[src/hw/alu_defs.svh]
`ifndef ALU_DEFS_SVH
`define ALU_DEFS_SVH

// Datapath operand width
`define ALU_WIDTH 32

`define ALU_SHAMT_WIDTH 5

`define ALU_OPCODE_WIDTH 5

// Tag travels with each request to its response
`define ALU_TAG_WIDTH 4

`endif

[src/hw/alu_pkg.sv]
`default_nettype none

`include "alu_defs.svh"

package alu_pkg;

	typedef enum logic [`ALU_OPCODE_WIDTH-1:0] {
		ALU_ADD = 5'd0,
		ALU_SUB = 5'd1,
		ALU_AND = 5'd2,
		ALU_OR  = 5'd3,
		ALU_SLL = 5'd4,
		ALU_SRA = 5'd5
	} alu_op_e;

	// Raw opcode, since illegal codes must pass through
	typedef struct packed {
		logic [`ALU_OPCODE_WIDTH-1:0] opcode;
		logic [`ALU_SHAMT_WIDTH-1:0]  shamt;
		logic [`ALU_WIDTH-1:0]        a;
		logic [`ALU_WIDTH-1:0]        b;
		logic [`ALU_TAG_WIDTH-1:0]    tag;
	} alu_req_t;

	// One bit per functional unit
	typedef struct packed {
		logic add;
		logic sub;
		logic and_op;
		logic or_op;
		logic sll;
		logic sra;
	} alu_sel_t;

	typedef struct packed {
		alu_sel_t                    sel;
		logic                        illegal;
		logic [`ALU_SHAMT_WIDTH-1:0] shamt;
		logic [`ALU_WIDTH-1:0]       a;
		logic [`ALU_WIDTH-1:0]       b;
		logic [`ALU_TAG_WIDTH-1:0]   tag;
	} alu_dec_t;

	// All unit results, selection happens in the last stage
	typedef struct packed {
		alu_sel_t                  sel;
		logic                      illegal;
		logic                      sign_a;
		logic                      sign_b;
		logic [`ALU_WIDTH-1:0]     sum;
		logic [`ALU_WIDTH-1:0]     diff;
		logic [`ALU_WIDTH-1:0]     and_res;
		logic [`ALU_WIDTH-1:0]     or_res;
		logic [`ALU_WIDTH-1:0]     sll_res;
		logic [`ALU_WIDTH-1:0]     sra_res;
		logic [`ALU_TAG_WIDTH-1:0] tag;
	} alu_exe_t;

	typedef struct packed {
		logic [`ALU_WIDTH-1:0]     result;
		logic                      not_equal;
		logic                      less_than;
		logic                      illegal;
		logic [`ALU_TAG_WIDTH-1:0] tag;
	} alu_resp_t;

endpackage

`default_nettype wire

[src/hw/alu_decode.sv]
`default_nettype none

`include "alu_defs.svh"

module alu_decode (
	input  alu_pkg::alu_req_t req,
	output alu_pkg::alu_dec_t dec
);

	localparam int NUM_CODES = 1 << `ALU_OPCODE_WIDTH;

	logic [NUM_CODES-1:0] onehot;

	// Shift a one into the opcode position
	assign onehot = NUM_CODES'(1) << req.opcode;

	always_comb begin
		dec.sel.add    = onehot[alu_pkg::ALU_ADD];
		dec.sel.sub    = onehot[alu_pkg::ALU_SUB];
		dec.sel.and_op = onehot[alu_pkg::ALU_AND];
		dec.sel.or_op  = onehot[alu_pkg::ALU_OR];
		dec.sel.sll    = onehot[alu_pkg::ALU_SLL];
		dec.sel.sra    = onehot[alu_pkg::ALU_SRA];

		// No defined unit hit
		dec.illegal = ~|dec.sel;

		dec.shamt = req.shamt;
		dec.a     = req.a;
		dec.b     = req.b;
		dec.tag   = req.tag;
	end

endmodule

`default_nettype wire

[src/hw/carry_select_adder.sv]
`default_nettype none

`include "alu_defs.svh"

module carry_select_adder #(
	parameter int WIDTH = `ALU_WIDTH,
	parameter int BLOCK = 4
) (
	input  logic [WIDTH-1:0] a,
	input  logic [WIDTH-1:0] b,
	input  logic             carry_in,
	output logic [WIDTH-1:0] sum,
	output logic             carry_out
);

	localparam int NUM_BLOCKS = WIDTH / BLOCK;

	logic [NUM_BLOCKS-1:0] carry;

	// Ripple adder over one block, carry out in the top bit
	function automatic logic [BLOCK:0] ripple(input logic [BLOCK-1:0] x,
			input logic [BLOCK-1:0] y, input logic cin);
		logic             c;
		logic [BLOCK-1:0] s;
		c = cin;
		for (int i = 0; i < BLOCK; i++) begin
			s[i] = x[i] ^ y[i] ^ c;
			c    = (x[i] & y[i]) | (c & (x[i] ^ y[i]));
		end
		return {c, s};
	endfunction

	assign {carry[0], sum[BLOCK-1:0]} = ripple(a[BLOCK-1:0], b[BLOCK-1:0], carry_in);

	for (genvar i = 1; i < NUM_BLOCKS; i++) begin : g_block
		logic [BLOCK:0] res0;
		logic [BLOCK:0] res1;

		// Both carry assumptions computed up front
		assign res0 = ripple(a[i*BLOCK +: BLOCK], b[i*BLOCK +: BLOCK], 1'b0);
		assign res1 = ripple(a[i*BLOCK +: BLOCK], b[i*BLOCK +: BLOCK], 1'b1);

		assign {carry[i], sum[i*BLOCK +: BLOCK]} = carry[i-1] ? res1 : res0;
	end

	assign carry_out = carry[NUM_BLOCKS-1];

endmodule

`default_nettype wire

[src/hw/alu_execute.sv]
`default_nettype none

`include "alu_defs.svh"

module alu_execute (
	input  alu_pkg::alu_dec_t dec,
	output alu_pkg::alu_exe_t exe
);

	logic [`ALU_WIDTH-1:0] sum;
	logic [`ALU_WIDTH-1:0] diff;

	carry_select_adder #(
		.WIDTH(`ALU_WIDTH)
	) u_add (
		.a        (dec.a),
		.b        (dec.b),
		.carry_in (1'b0),
		.sum      (sum),
		.carry_out()
	);

	// A + ~B + 1
	carry_select_adder #(
		.WIDTH(`ALU_WIDTH)
	) u_sub (
		.a        (dec.a),
		.b        (~dec.b),
		.carry_in (1'b1),
		.sum      (diff),
		.carry_out()
	);

	always_comb begin
		exe.sel     = dec.sel;
		exe.illegal = dec.illegal;
		exe.sign_a  = dec.a[`ALU_WIDTH-1];
		exe.sign_b  = dec.b[`ALU_WIDTH-1];
		exe.sum     = sum;
		exe.diff    = diff;
		exe.and_res = dec.a & dec.b;
		exe.or_res  = dec.a | dec.b;
		exe.sll_res = dec.a << dec.shamt;
		exe.sra_res = $signed(dec.a) >>> dec.shamt;
		exe.tag     = dec.tag;
	end

endmodule

`default_nettype wire

[src/hw/alu_result.sv]
`default_nettype none

`include "alu_defs.svh"

module alu_result (
	input  alu_pkg::alu_exe_t  exe,
	output alu_pkg::alu_resp_t resp
);

	logic diff_sign;

	assign diff_sign = exe.diff[`ALU_WIDTH-1];

	always_comb begin
		// AND-OR mux, an all-zero select gives zero
		resp.result = ({`ALU_WIDTH{exe.sel.add}}    & exe.sum)
			| ({`ALU_WIDTH{exe.sel.sub}}    & exe.diff)
			| ({`ALU_WIDTH{exe.sel.and_op}} & exe.and_res)
			| ({`ALU_WIDTH{exe.sel.or_op}}  & exe.or_res)
			| ({`ALU_WIDTH{exe.sel.sll}}    & exe.sll_res)
			| ({`ALU_WIDTH{exe.sel.sra}}    & exe.sra_res);

		resp.not_equal = |exe.diff;

		// Sign cases avoid overflow of the difference
		case ({exe.sign_a, exe.sign_b})
			2'b01:   resp.less_than = 1'b0;
			2'b10:   resp.less_than = 1'b1;
			default: resp.less_than = diff_sign;
		endcase

		resp.illegal = exe.illegal;
		resp.tag     = exe.tag;
	end

endmodule

`default_nettype wire

[src/hw/pipe_stage.sv]
`default_nettype none

`include "alu_defs.svh"

module pipe_stage #(
	parameter type payload_t = logic
) (
	input  logic     clock,
	input  logic     rst_n,
	input  logic     in_valid,
	output logic     in_ready,
	input  payload_t in_data,
	output logic     out_valid,
	input  logic     out_ready,
	output payload_t out_data
);

	// Empty or draining this cycle
	assign in_ready = ~out_valid | out_ready;

	always_ff @(posedge clock) begin
		if (!rst_n) begin
			out_valid <= 1'b0;
		end else if (in_ready) begin
			out_valid <= in_valid;
		end
	end

	always_ff @(posedge clock) begin
		if (in_valid && in_ready) begin
			out_data <= in_data;
		end
	end

endmodule

`default_nettype wire

[src/hw/alu_pipe.sv]
`default_nettype none

`include "alu_defs.svh"

module alu_pipe (
	input  logic               clock,
	input  logic               rst_n,
	input  logic               req_valid,
	output logic               req_ready,
	input  alu_pkg::alu_req_t  req,
	output logic               resp_valid,
	input  logic               resp_ready,
	output alu_pkg::alu_resp_t resp
);

	alu_pkg::alu_dec_t dec;
	alu_pkg::alu_dec_t dec_q;
	alu_pkg::alu_exe_t exe;
	alu_pkg::alu_exe_t exe_q;

	logic dec_valid;
	logic exe_ready;

	alu_decode u_decode (
		.req(req),
		.dec(dec)
	);

	// Decode to execute boundary
	pipe_stage #(
		.payload_t(alu_pkg::alu_dec_t)
	) s_dec (
		.clock    (clock),
		.rst_n    (rst_n),
		.in_valid (req_valid),
		.in_ready (req_ready),
		.in_data  (dec),
		.out_valid(dec_valid),
		.out_ready(exe_ready),
		.out_data (dec_q)
	);

	alu_execute u_execute (
		.dec(dec_q),
		.exe(exe)
	);

	// Execute to result boundary
	pipe_stage #(
		.payload_t(alu_pkg::alu_exe_t)
	) s_exe (
		.clock    (clock),
		.rst_n    (rst_n),
		.in_valid (dec_valid),
		.in_ready (exe_ready),
		.in_data  (exe),
		.out_valid(resp_valid),
		.out_ready(resp_ready),
		.out_data (exe_q)
	);

	alu_result u_result (
		.exe (exe_q),
		.resp(resp)
	);

endmodule

`default_nettype wire

[config.mk]
export PLATFORM = sky130hd
export DESIGN_NAME = alu_pipe
export DESIGN_NICKNAME = d
export VERILOG_FILES = /design/src/hw/alu_pkg.sv /design/src/hw/alu_decode.sv /design/src/hw/carry_select_adder.sv /design/src/hw/alu_execute.sv /design/src/hw/alu_result.sv /design/src/hw/pipe_stage.sv /design/src/hw/alu_pipe.sv
export VERILOG_INCLUDE_DIRS = /design/src /design/src/hw
export SDC_FILE = /design/constraint.sdc
export NUM_CORES = 1
export LEC_CHECK = 0
export BUFFER_PORTS_ARGS = -buffer_cell sky130_fd_sc_hd__buf_2
export CAP_MARGIN = 0
export CORE_ASPECT_RATIO = 2
export CORE_UTILIZATION = 33
export DETAILED_ROUTE_END_ITERATION = 8
export GPL_ROUTABILITY_DRIVEN = 0
export PLACE_DENSITY_LB_ADDON = 0.12
export SLEW_MARGIN = 20
export SYNTH_ARGS = -nofsm -noshare
export SYNTH_HDL_FRONTEND = slang
export SYNTH_SLANG_ARGS = --single-unit
export TNS_END_PERCENT = 5
[constraint.sdc]
create_clock -name clock -period 12.1 [get_ports clock]
set_clock_uncertainty 0.15 [all_clocks]
set_input_delay 1.21 -clock clock [delete_from_list [all_inputs] [get_ports clock]]
set_output_delay 1.21 -clock clock [all_outputs]
set_load 0.05 [all_outputs]
# Word-level counts from Yosys, hierarchy flattened
# Cells that the tools add are included.
# W data, S select, Z words.
totals:
  regBits: 287
  inputBits: 82
  wordCells: 490
op_classes:
  eq_ne: 2
  shifts: 3
  muxes: 15
  bitwise: 436
  n_reduce_logical: 5
op_table:
  columns: ["cell", "n"]
  rows:
  - ["$and A32 B32 Y32", 7]
  - ["$or A32 B32 Y32", 6]
  - ["$xor A1 B1 Y1", 154]
  - ["$and A1 B1 Y1", 148]
  - ["$or A1 B1 Y1", 103]
  - ["$mux W5", 12]
  - ["$not A32 Y32", 1]
  - ["$reduce_or A32 Y1", 1]
  - ["$shl A32 B5 Y32", 1]
  - ["$sshr A32 B5 Y32", 1]
  - ["$not A1 Y1", 17]
  - ["$mux W4", 2]
  - ["$reduce_or A6 Y1", 1]
  - ["$shl A1 B5 Y6 const A", 1]
  - ["$eq A2 B1 Y1 const B", 1]
  - ["$eq A2 B2 Y1 const B", 1]
  - ["$logic_and A1 B1 Y1", 2]
  - ["$pmux W1 S2", 1]
  - ["$logic_not A1 Y1", 1]

# Longest topological paths before layout
# Gate-level depths: netlist (run 1).
depth:
  ltp_word: 16
  mapped_depth: 42
  ltp_nobuf: 42

# Modules after synthesis
# A second synthesis (run 1) with hierarchy kept.
hier_totals:
  cells_unflattened: 1312
  area_unflattened_um2: 17002.6
modules_own_cells:
  columns: ["module", "n_inst", "cells_per_inst", "area_each_um2", "seq_area_each_um2"]
  rows:
  - ["pipe_stage (s_exe)", 1, 210, 6213.5, 6175.9]
  - ["alu_execute", 1, 568, 4654.5, 0.0]
  - ["pipe_stage (s_dec)", 1, 85, 2459.9, 2422.3]
  - ["carry_select_adder", 2, 100, 968.4, 0.0]
  - ["alu_result", 1, 165, 1123.6, 0.0]
  - ["alu_decode", 1, 84, 614.3, 0.0]

# Least setup slack after synthesis (run 1)
# No wires, ideal clock.
synth_path:
  kind: "in2reg"
  from: "input port resp_ready"
  to: "register s_exe.out_data[0] (netlist bit) (enable)"
  arrival_time_ps: 10245
  t_required_ps: 11156
  setup_slack_ps: 911
  path_stages: 2
  n_path_buf: 0
  cell_sequence: "nor2b_1 -> nor2b_1"
synth_via:
  elab_chain_cells: 2
synth_lines:
  columns: ["element", "line", "text"]
  rows:
  - ["from (decl)", "alu_pipe.sv:12", "input logic resp_ready,"]
  - ["$or A1 B1 Y1", "pipe_stage.sv:19", "assign in_ready = ~out_valid | out_ready;"]
  - ["$logic_and A1 B1 Y1", "pipe_stage.sv:30", "if (in_valid && in_ready) begin"]
  - ["to (signal assigned)", "pipe_stage.sv:31", "out_data <= in_data;"]
  - ["to (decl)", "pipe_stage.sv:15", "output payload_t out_data"]
# No other way between the ends.
# A chain may end at the register's enable or synchronous reset.

==> results of run 1 <==
==> cell usage in the layout, fill, tap and decap left out, types with 6 or more instances in the layout <==
cell	instances
buf_2	122
a32oi_1	9
xor2_1	10
nor2_1	48
nor2b_1	7
inv_1	139
nor4_1	10
nand4_1	6
a22o_1	10
mux2i_1	40
o211ai_1	15
a21oi_1	23
a221o_1	8
xnor2_1	6
ha_1	87
mux2_2	34
mux4_2	61
o21ai_0	26
clkbuf_1	6
nand3_1	46
clkbuf_16	29
a22oi_1	110
nand2_1	42
and2_1	9
buf_4	26
clkinv_1	7
fa_1	46
edfxtp_1	283
o22ai_1	9
a211oi_1	8
nand2b_1	8
==> state kept, by name (all words and copies together), names as in the netlist <==
name             cells
s_exe.out_valid      1
s_dec.out_data      80
s_exe.out_data     203
s_dec.out_valid      1
==> cell type report <==
cell class | count | area (um2)
Inverter | 140 | 526
Fill cell | 4881 | 31300
Clock inverter | 16 | 139
Sequential cell | 285 | 8540
Antenna cell | 3 | 7.51
Multi-Input combinational cell | 740 | 7160
Clock buffer | 35 | 748
Tap cell | 649 | 812
Timing Repair Buffer | 148 | 806
==> logic make-up after synthesis <==
logic type | count (synthesis) | share of synthesized area
AOI/OAI and AO/OA | 251 | 0.109
xor gates and xnor gates | 16 | 0.00839
adders and majority gates | 133 | 0.120
buffers and inverters | 244 | 0.0610
DFF | 285 | 0.511
muxes | 135 | 0.129
and+or+nand+nor | 205 | 0.0611
==> how the worst max path moves through the flow <==
stage,startpoint,end
floorplan,resp_ready,s_exe.out_data[0]$_DFFE_PP_
global placement,s_dec.out_data[4]$_DFFE_PP_,s_exe.out_data[163]$_DFFE_PP_
detailed placement,s_dec.out_data[4]$_DFFE_PP_,s_exe.out_data[163]$_DFFE_PP_
CTS,s_dec.out_data[4]$_DFFE_PP_,s_exe.out_data[163]$_DFFE_PP_
global route,s_dec.out_data[4]$_DFFE_PP_,s_exe.out_data[163]$_DFFE_PP_
finish,s_dec.out_data[4]$_DFFE_PP_,s_exe.out_data[163]$_DFFE_PP_
==> routing by layer <==
metal  up-vias  share of wire  track usage
met5         -              0            0
met4         0          0.073        0.129
met3       138          0.042       0.0246
met2       439           0.55        0.393
met1      5525           0.34        0.209
li1       4898              -            -
==> stage by stage <==
stage	hold slack, ns	setup slack, ns	cell area (um2)	total power (W)
finish	0.267	0.656	18700	0.00252
global route	0.272	0.103	18700	0.00263
CTS	0.271	0.485	18700	0.00256
detailed placement	0.258	0.499	17800	0.00168
global placement	0.253	0.509	17800	0.00167
floorplan	0.250	0.911	16700	0.00152
==> power by group through the flow <==
stage | logic [W] | clock network, W | registers [W]
2_1_floorplan | 0.000295 | 0 | 0.00123
3_3_place_gp | 0.000426 | 0 | 0.00125
3_5_place_dp | 0.000426 | 0 | 0.00125
4_1_cts | 0.000428 | 0.000904 | 0.00123
5_1_grt | 0.000460 | 0.000931 | 0.00123
6_report | 0.000426 | 0.000871 | 0.00123
==> impl_metrics.ini, run 1 <==
[status]
status = finished, final reports clean

[power_and_ir_drop]
internal_power_w = 0.00181
sw_frac_of_total = 0.283
p_leak_nw = 7.09
ir_worst_vdd_uv = 111
p_comb_frac = 0.169
pwr_density_cell_mw_per_mm2 = 135
seqPwrFrac = 0.486
switching_power_w = 0.000714
p_clk_frac = 0.345

[critical_path]
reg2reg_slack_ns = 0.66
cp_top_family = adder cells
r2r-end = s_exe.out_data[163]$_DFFE_PP_
cpPeakStageDelay_ns = 0.46
worst_ep_arrival_time_ns = 11.63
worstPathMaxFanout = 3
crit_slowest_cell = fa_1
rr_startpoint = s_dec.out_data[4]$_DFFE_PP_
crit_type = flop to flop
worstPathBufferInverterCount = 2
endpoint_kind = flop
cp.depth = 34
reg2reg_depth = 34
path_common_cell = fa_1
worstPathRequired_ns = 12.28
critPathLaunchType = flop

[clocking]
cts.repair.resized = 0
clk_latency_ns = 0.58
clkTransAtPathRegs_ns = 0.06
hold_buffers = 0
cts.sinks = 285
cts-root-buf = clkbuf_16
htreeDepth = 1
tritoncts = yes
cts_setup_buffers = 0
cts_buffers = 28
clockBufferDepth = 3

[synth]
synth-seq-cells = 285
yosysUniqueCellTypes = 63
seq_area_frac_synth = 0.511
ys_warn_count = 0
synth_top_flop_cell = edfxtp_1
synth_top_cell_area_share = 0.509
synth_edf_count = 283
syn_avg_cell_area_um2 = 13.2
synth.most_common_cell = edfxtp_1
async_flop_share = 0
synth_fp_nets = 1484
synth_cells = 1269
synth_area_leader_cell = edfxtp_1
synthTopCellsByArea = edfxtp_1, mux4_2, ha_1
synth_common_cells = edfxtp_1, inv_1, a22oi_1, ha_1, clkbuf_1
syn_area_mm2 = 0.0167

[placed_design]
place.detailed.instances = 1962
hpwlAfterDp_um = 38000
io_buffers = 122

[hold_path]
min_path_type = flop to flop
min-delay-start = s_dec.out_data[79]$_DFFE_PP_
worstHoldEndpoint = s_exe.out_data[204]$_DFFE_PP_
hold_depth = 0

[floorplan]
io_pins = 123
start_util = 0.334
die_area_mm2 = 0.0516
core_mm2 = 0.0501
die_y_um = 320
fp.dieW_um = 161
row_count = 116

[timing]
final.period_utilization = 0.946
setup_tns_ns = 0
max_freq_mhz = 87.4
maxSlewHeadroom = 0.266
hold_viol_final = 0
fin_crit_ns = 11.44
worst_pin_slew_ns = 1.10
rsz0062_at_grt = no
setup_viol = 0
drv_slew = 0

[grt]
grt_pass1_vias = 11500
grt_max_degree = 68
grt_pass1_wl_um = 76900
gr-usage-all-layers = 0.206
grt_overflow = 0
antenna_found_initial = 3

[drt]
drcViolationCount = 0
routed-via-count = 11000
drtIter0Drc = 685
wirelength_um = 52600
avgRoutedWirePerCell_um = 26.1
viasPerCell = 5.46
ant_nets = 0
drt_first_pass_iters = 6

[final_layout]
final_core_util = 0.374
nets = 1558
drive_gt1_frac = 0.214
stdcell_count = 2016
syn_to_final_growth_pct = 12.2

[flow_run]
maxCapViolCount = 0
Power figures use the tool's default switching activity.
==> inputs of run 2 (changes only) <==
--- a/config.mk
+++ b/config.mk
@@ -16,5 +16,6 @@
 export SLEW_MARGIN = 20
 export SYNTH_ARGS = -nofsm -noshare
 export SYNTH_HDL_FRONTEND = slang
+export SYNTH_HIERARCHICAL = 1
 export SYNTH_SLANG_ARGS = --single-unit
 export TNS_END_PERCENT = 5
==> run 2 against run 1 <==
Compared with the run above:
- routed wire length increased by 3.0%
- critical path depth increased by 4
- die area increased by 1.7%
- flip-flop and latch count increased by 2
- final area decreased by 1.6%
- via count decreased by 2.2%
- combinational power increased by 4%
- worst setup slack got worse by 0.13 ns
- maximum frequency decreased by 1.1%
- final cell count decreased by 1.4%
- non-clock buffer count decreased by 1
- register-to-register slack got worse by 0.13 ns
- critical endpoint is now s_exe/out_data[163]$_DFFE_PP_
- highest routed layer unchanged
==> impl_metrics.ini, run 2 <==
[final_layout]
syn_to_final_growth_pct = 8.48
final_common_cell = edfxtp_1
nFillCells = 4987
regArea_mm2 = 0.00860
drive_gt1_frac = 0.246
mostFrequentLayoutCells = edfxtp_1, inv_1, buf_2
multi_input_area_mm2 = 0.00683
final_core_util = 0.362
largestRegisters = s_exe/out_data (205), s_dec/out_data (80)
largest_register = s_exe/out_data
largest_register_ffs = 205
nets = 1473

[grt]
grt_pass1_vias = 11200
grt_overflow = 0
gr-usage-all-layers = 0.210
grt_pass1_wl_um = 78400
grt_max_degree = 77
antenna_found_initial = 0

[drt]
drtIter0Drc = 662
avgRoutedWirePerCell_um = 27.2
highest_layer = met4
wl_met2_um = 30500
ant_nets = 0
wl_met3_um = 2060
viasPerCell = 5.41
wirelength_um = 54100
routed-via-count = 10800
drt_first_pass_iters = 5
met1_length_um = 18500
drcViolationCount = 0

[synth]
syn_avg_cell_area_um2 = 13.0
syn_area_mm2 = 0.0170
synth_fp_nets = 1471
ys_warn_count = 6
synth_cells = 1310

[power_and_ir_drop]
p_comb_frac = 0.172
ir_worst_vdd_uv = 115
p_leak_nw = 6.88
pwr_density_cell_mw_per_mm2 = 140
seqPwrFrac = 0.480
switching_power_w = 0.000733
p_clk_frac = 0.348
internal_power_w = 0.00185
sw_frac_of_total = 0.284
finalPower_w = 0.00258

[floorplan]
row_count = 117
die_y_um = 323
io_pins = 123
fp.dieW_um = 162
start_util = 0.334
core_mm2 = 0.0509
die_area_mm2 = 0.0525

[critical_path]
endpoint = s_exe/out_data[163]$_DFFE_PP_
worstPathRequired_ns = 12.41
crit_type = flop to flop
crit_slowest_cell = edfxtp_1
endpoint_kind = flop
cpPeakStageDelay_ns = 0.47
crit_path_start = s_dec/out_data[36]$_DFFE_PP_
path_common_cell = fa_1
r2r-end = s_exe/out_data[163]$_DFFE_PP_
reg2reg_depth = 38
worstPathMaxFanout = 3
reg2reg_slack_ns = 0.53
critPathLaunchType = flop
worst_ep_arrival_time_ns = 11.88
rr_startpoint = s_dec/out_data[36]$_DFFE_PP_

[timing]
maxSlewHeadroom = 0.291
fin_crit_ns = 11.57
worst_hold_slack_ns = 0.270
setup_tns_ns = 0
drv_slew = 0
max_freq_mhz = 86.4
worst_pin_slew_ns = 1.05
final.period_utilization = 0.957
rsz0062_at_grt = no
hold_viol_final = 0
setup_viol = 0

[clocking]
cts_setup_buffers = 0
clk_latency_ns = 0.58
htreeDepth = 1
tritoncts = yes
cts-root-buf = clkbuf_16
hold_buffers = 0
clkTransAtPathRegs_ns = 0.07
cts_buffers = 29
cts.sinks = 287
cts.repair.resized = 0
clockBufferDepth = 3

[status]
status = finished, final reports clean

[placed_design]
io_buffers = 122
hpwlAfterDp_um = 38000

[hold_path]
min_path_type = flop to flop

[flow_run]
maxCapViolCount = 0
[run 2: power by group through the flow]
stage,clock network (W),logic (W),registers [W]
after floorplan,0,0.000317,0.00123
after global placement,0,0.000433,0.00126
after detailed placement,0,0.000436,0.00126
after CTS,0.000930,0.000438,0.00124
after global routing,0.000958,0.000477,0.00125
final,0.000899,0.000443,0.00124
[run 2: per-stage QoR]
step | cell area [um2] | worst slack [ns] | std cells
2_1_floorplan | 17000 | 1.06 | 1310
3_3_place_gp | 17500 | 0.177 | 1934
3_5_place_dp | 17500 | 0.123 | 1934
4_1_cts | 18400 | 0.0969 | 1985
5_1_grt | 18400 | 0.0141 | 1986
6_report | 18400 | 0.526 | 1988
[run 2: worst min-delay path by stage]
stage / start / to / slack (ns) / depth (start not counted)
after floorplan: s_dec/out_valid$_SDFFE_PN0P_ / s_exe/out_valid$_SDFFE_PN0P_ / 0.33 / 2
after CTS: s_dec/out_data[76]$_DFFE_PP_ / s_exe/out_data[201]$_DFFE_PP_ / 0.27 / 0
after global routing: s_dec/out_data[73]$_DFFE_PP_ / s_exe/out_data[198]$_DFFE_PP_ / 0.27 / 0
after global placement: s_dec/out_data[75]$_DFFE_PP_ / s_exe/out_data[200]$_DFFE_PP_ / 0.25 / 0
final: s_dec/out_data[73]$_DFFE_PP_ / s_exe/out_data[198]$_DFFE_PP_ / 0.27 / 0
after detailed placement: s_dec/out_data[3]$_DFFE_PP_ / s_exe/out_data[3]$_DFFE_PP_ / 0.25 / 0
[run 2: layout make-up]
cell class / instances / area share
multi-input combinational: 721 / 0.371
clock buffer: 33 / 0.0402
inverter: 126 / 0.0257
timing repair buffer: 147 / 0.0434
clock inverter: 18 / 0.00916
sequential: 287 / 0.466
antenna: 2 / 0.000271
tap: 654 / 0.0444
[run 2: critical path, delay by kind of cell, from the launching register on]
kind	cells	cell delay, ns
compound gates	3	0.31
buf+inv	5	0.38
mux	4	0.59
fa+ha+maj	25	9.48
simple gates	1	0.07
flops	1	0.47
[run 2: routing by layer]
layer | vias up | track usage
met1 | 5470 | 0.212
li1 | 4777 | -
met3 | 129 | 0.0254
met5 | - | 0
met4 | 0 | 0.118
met2 | 387 | 0.406
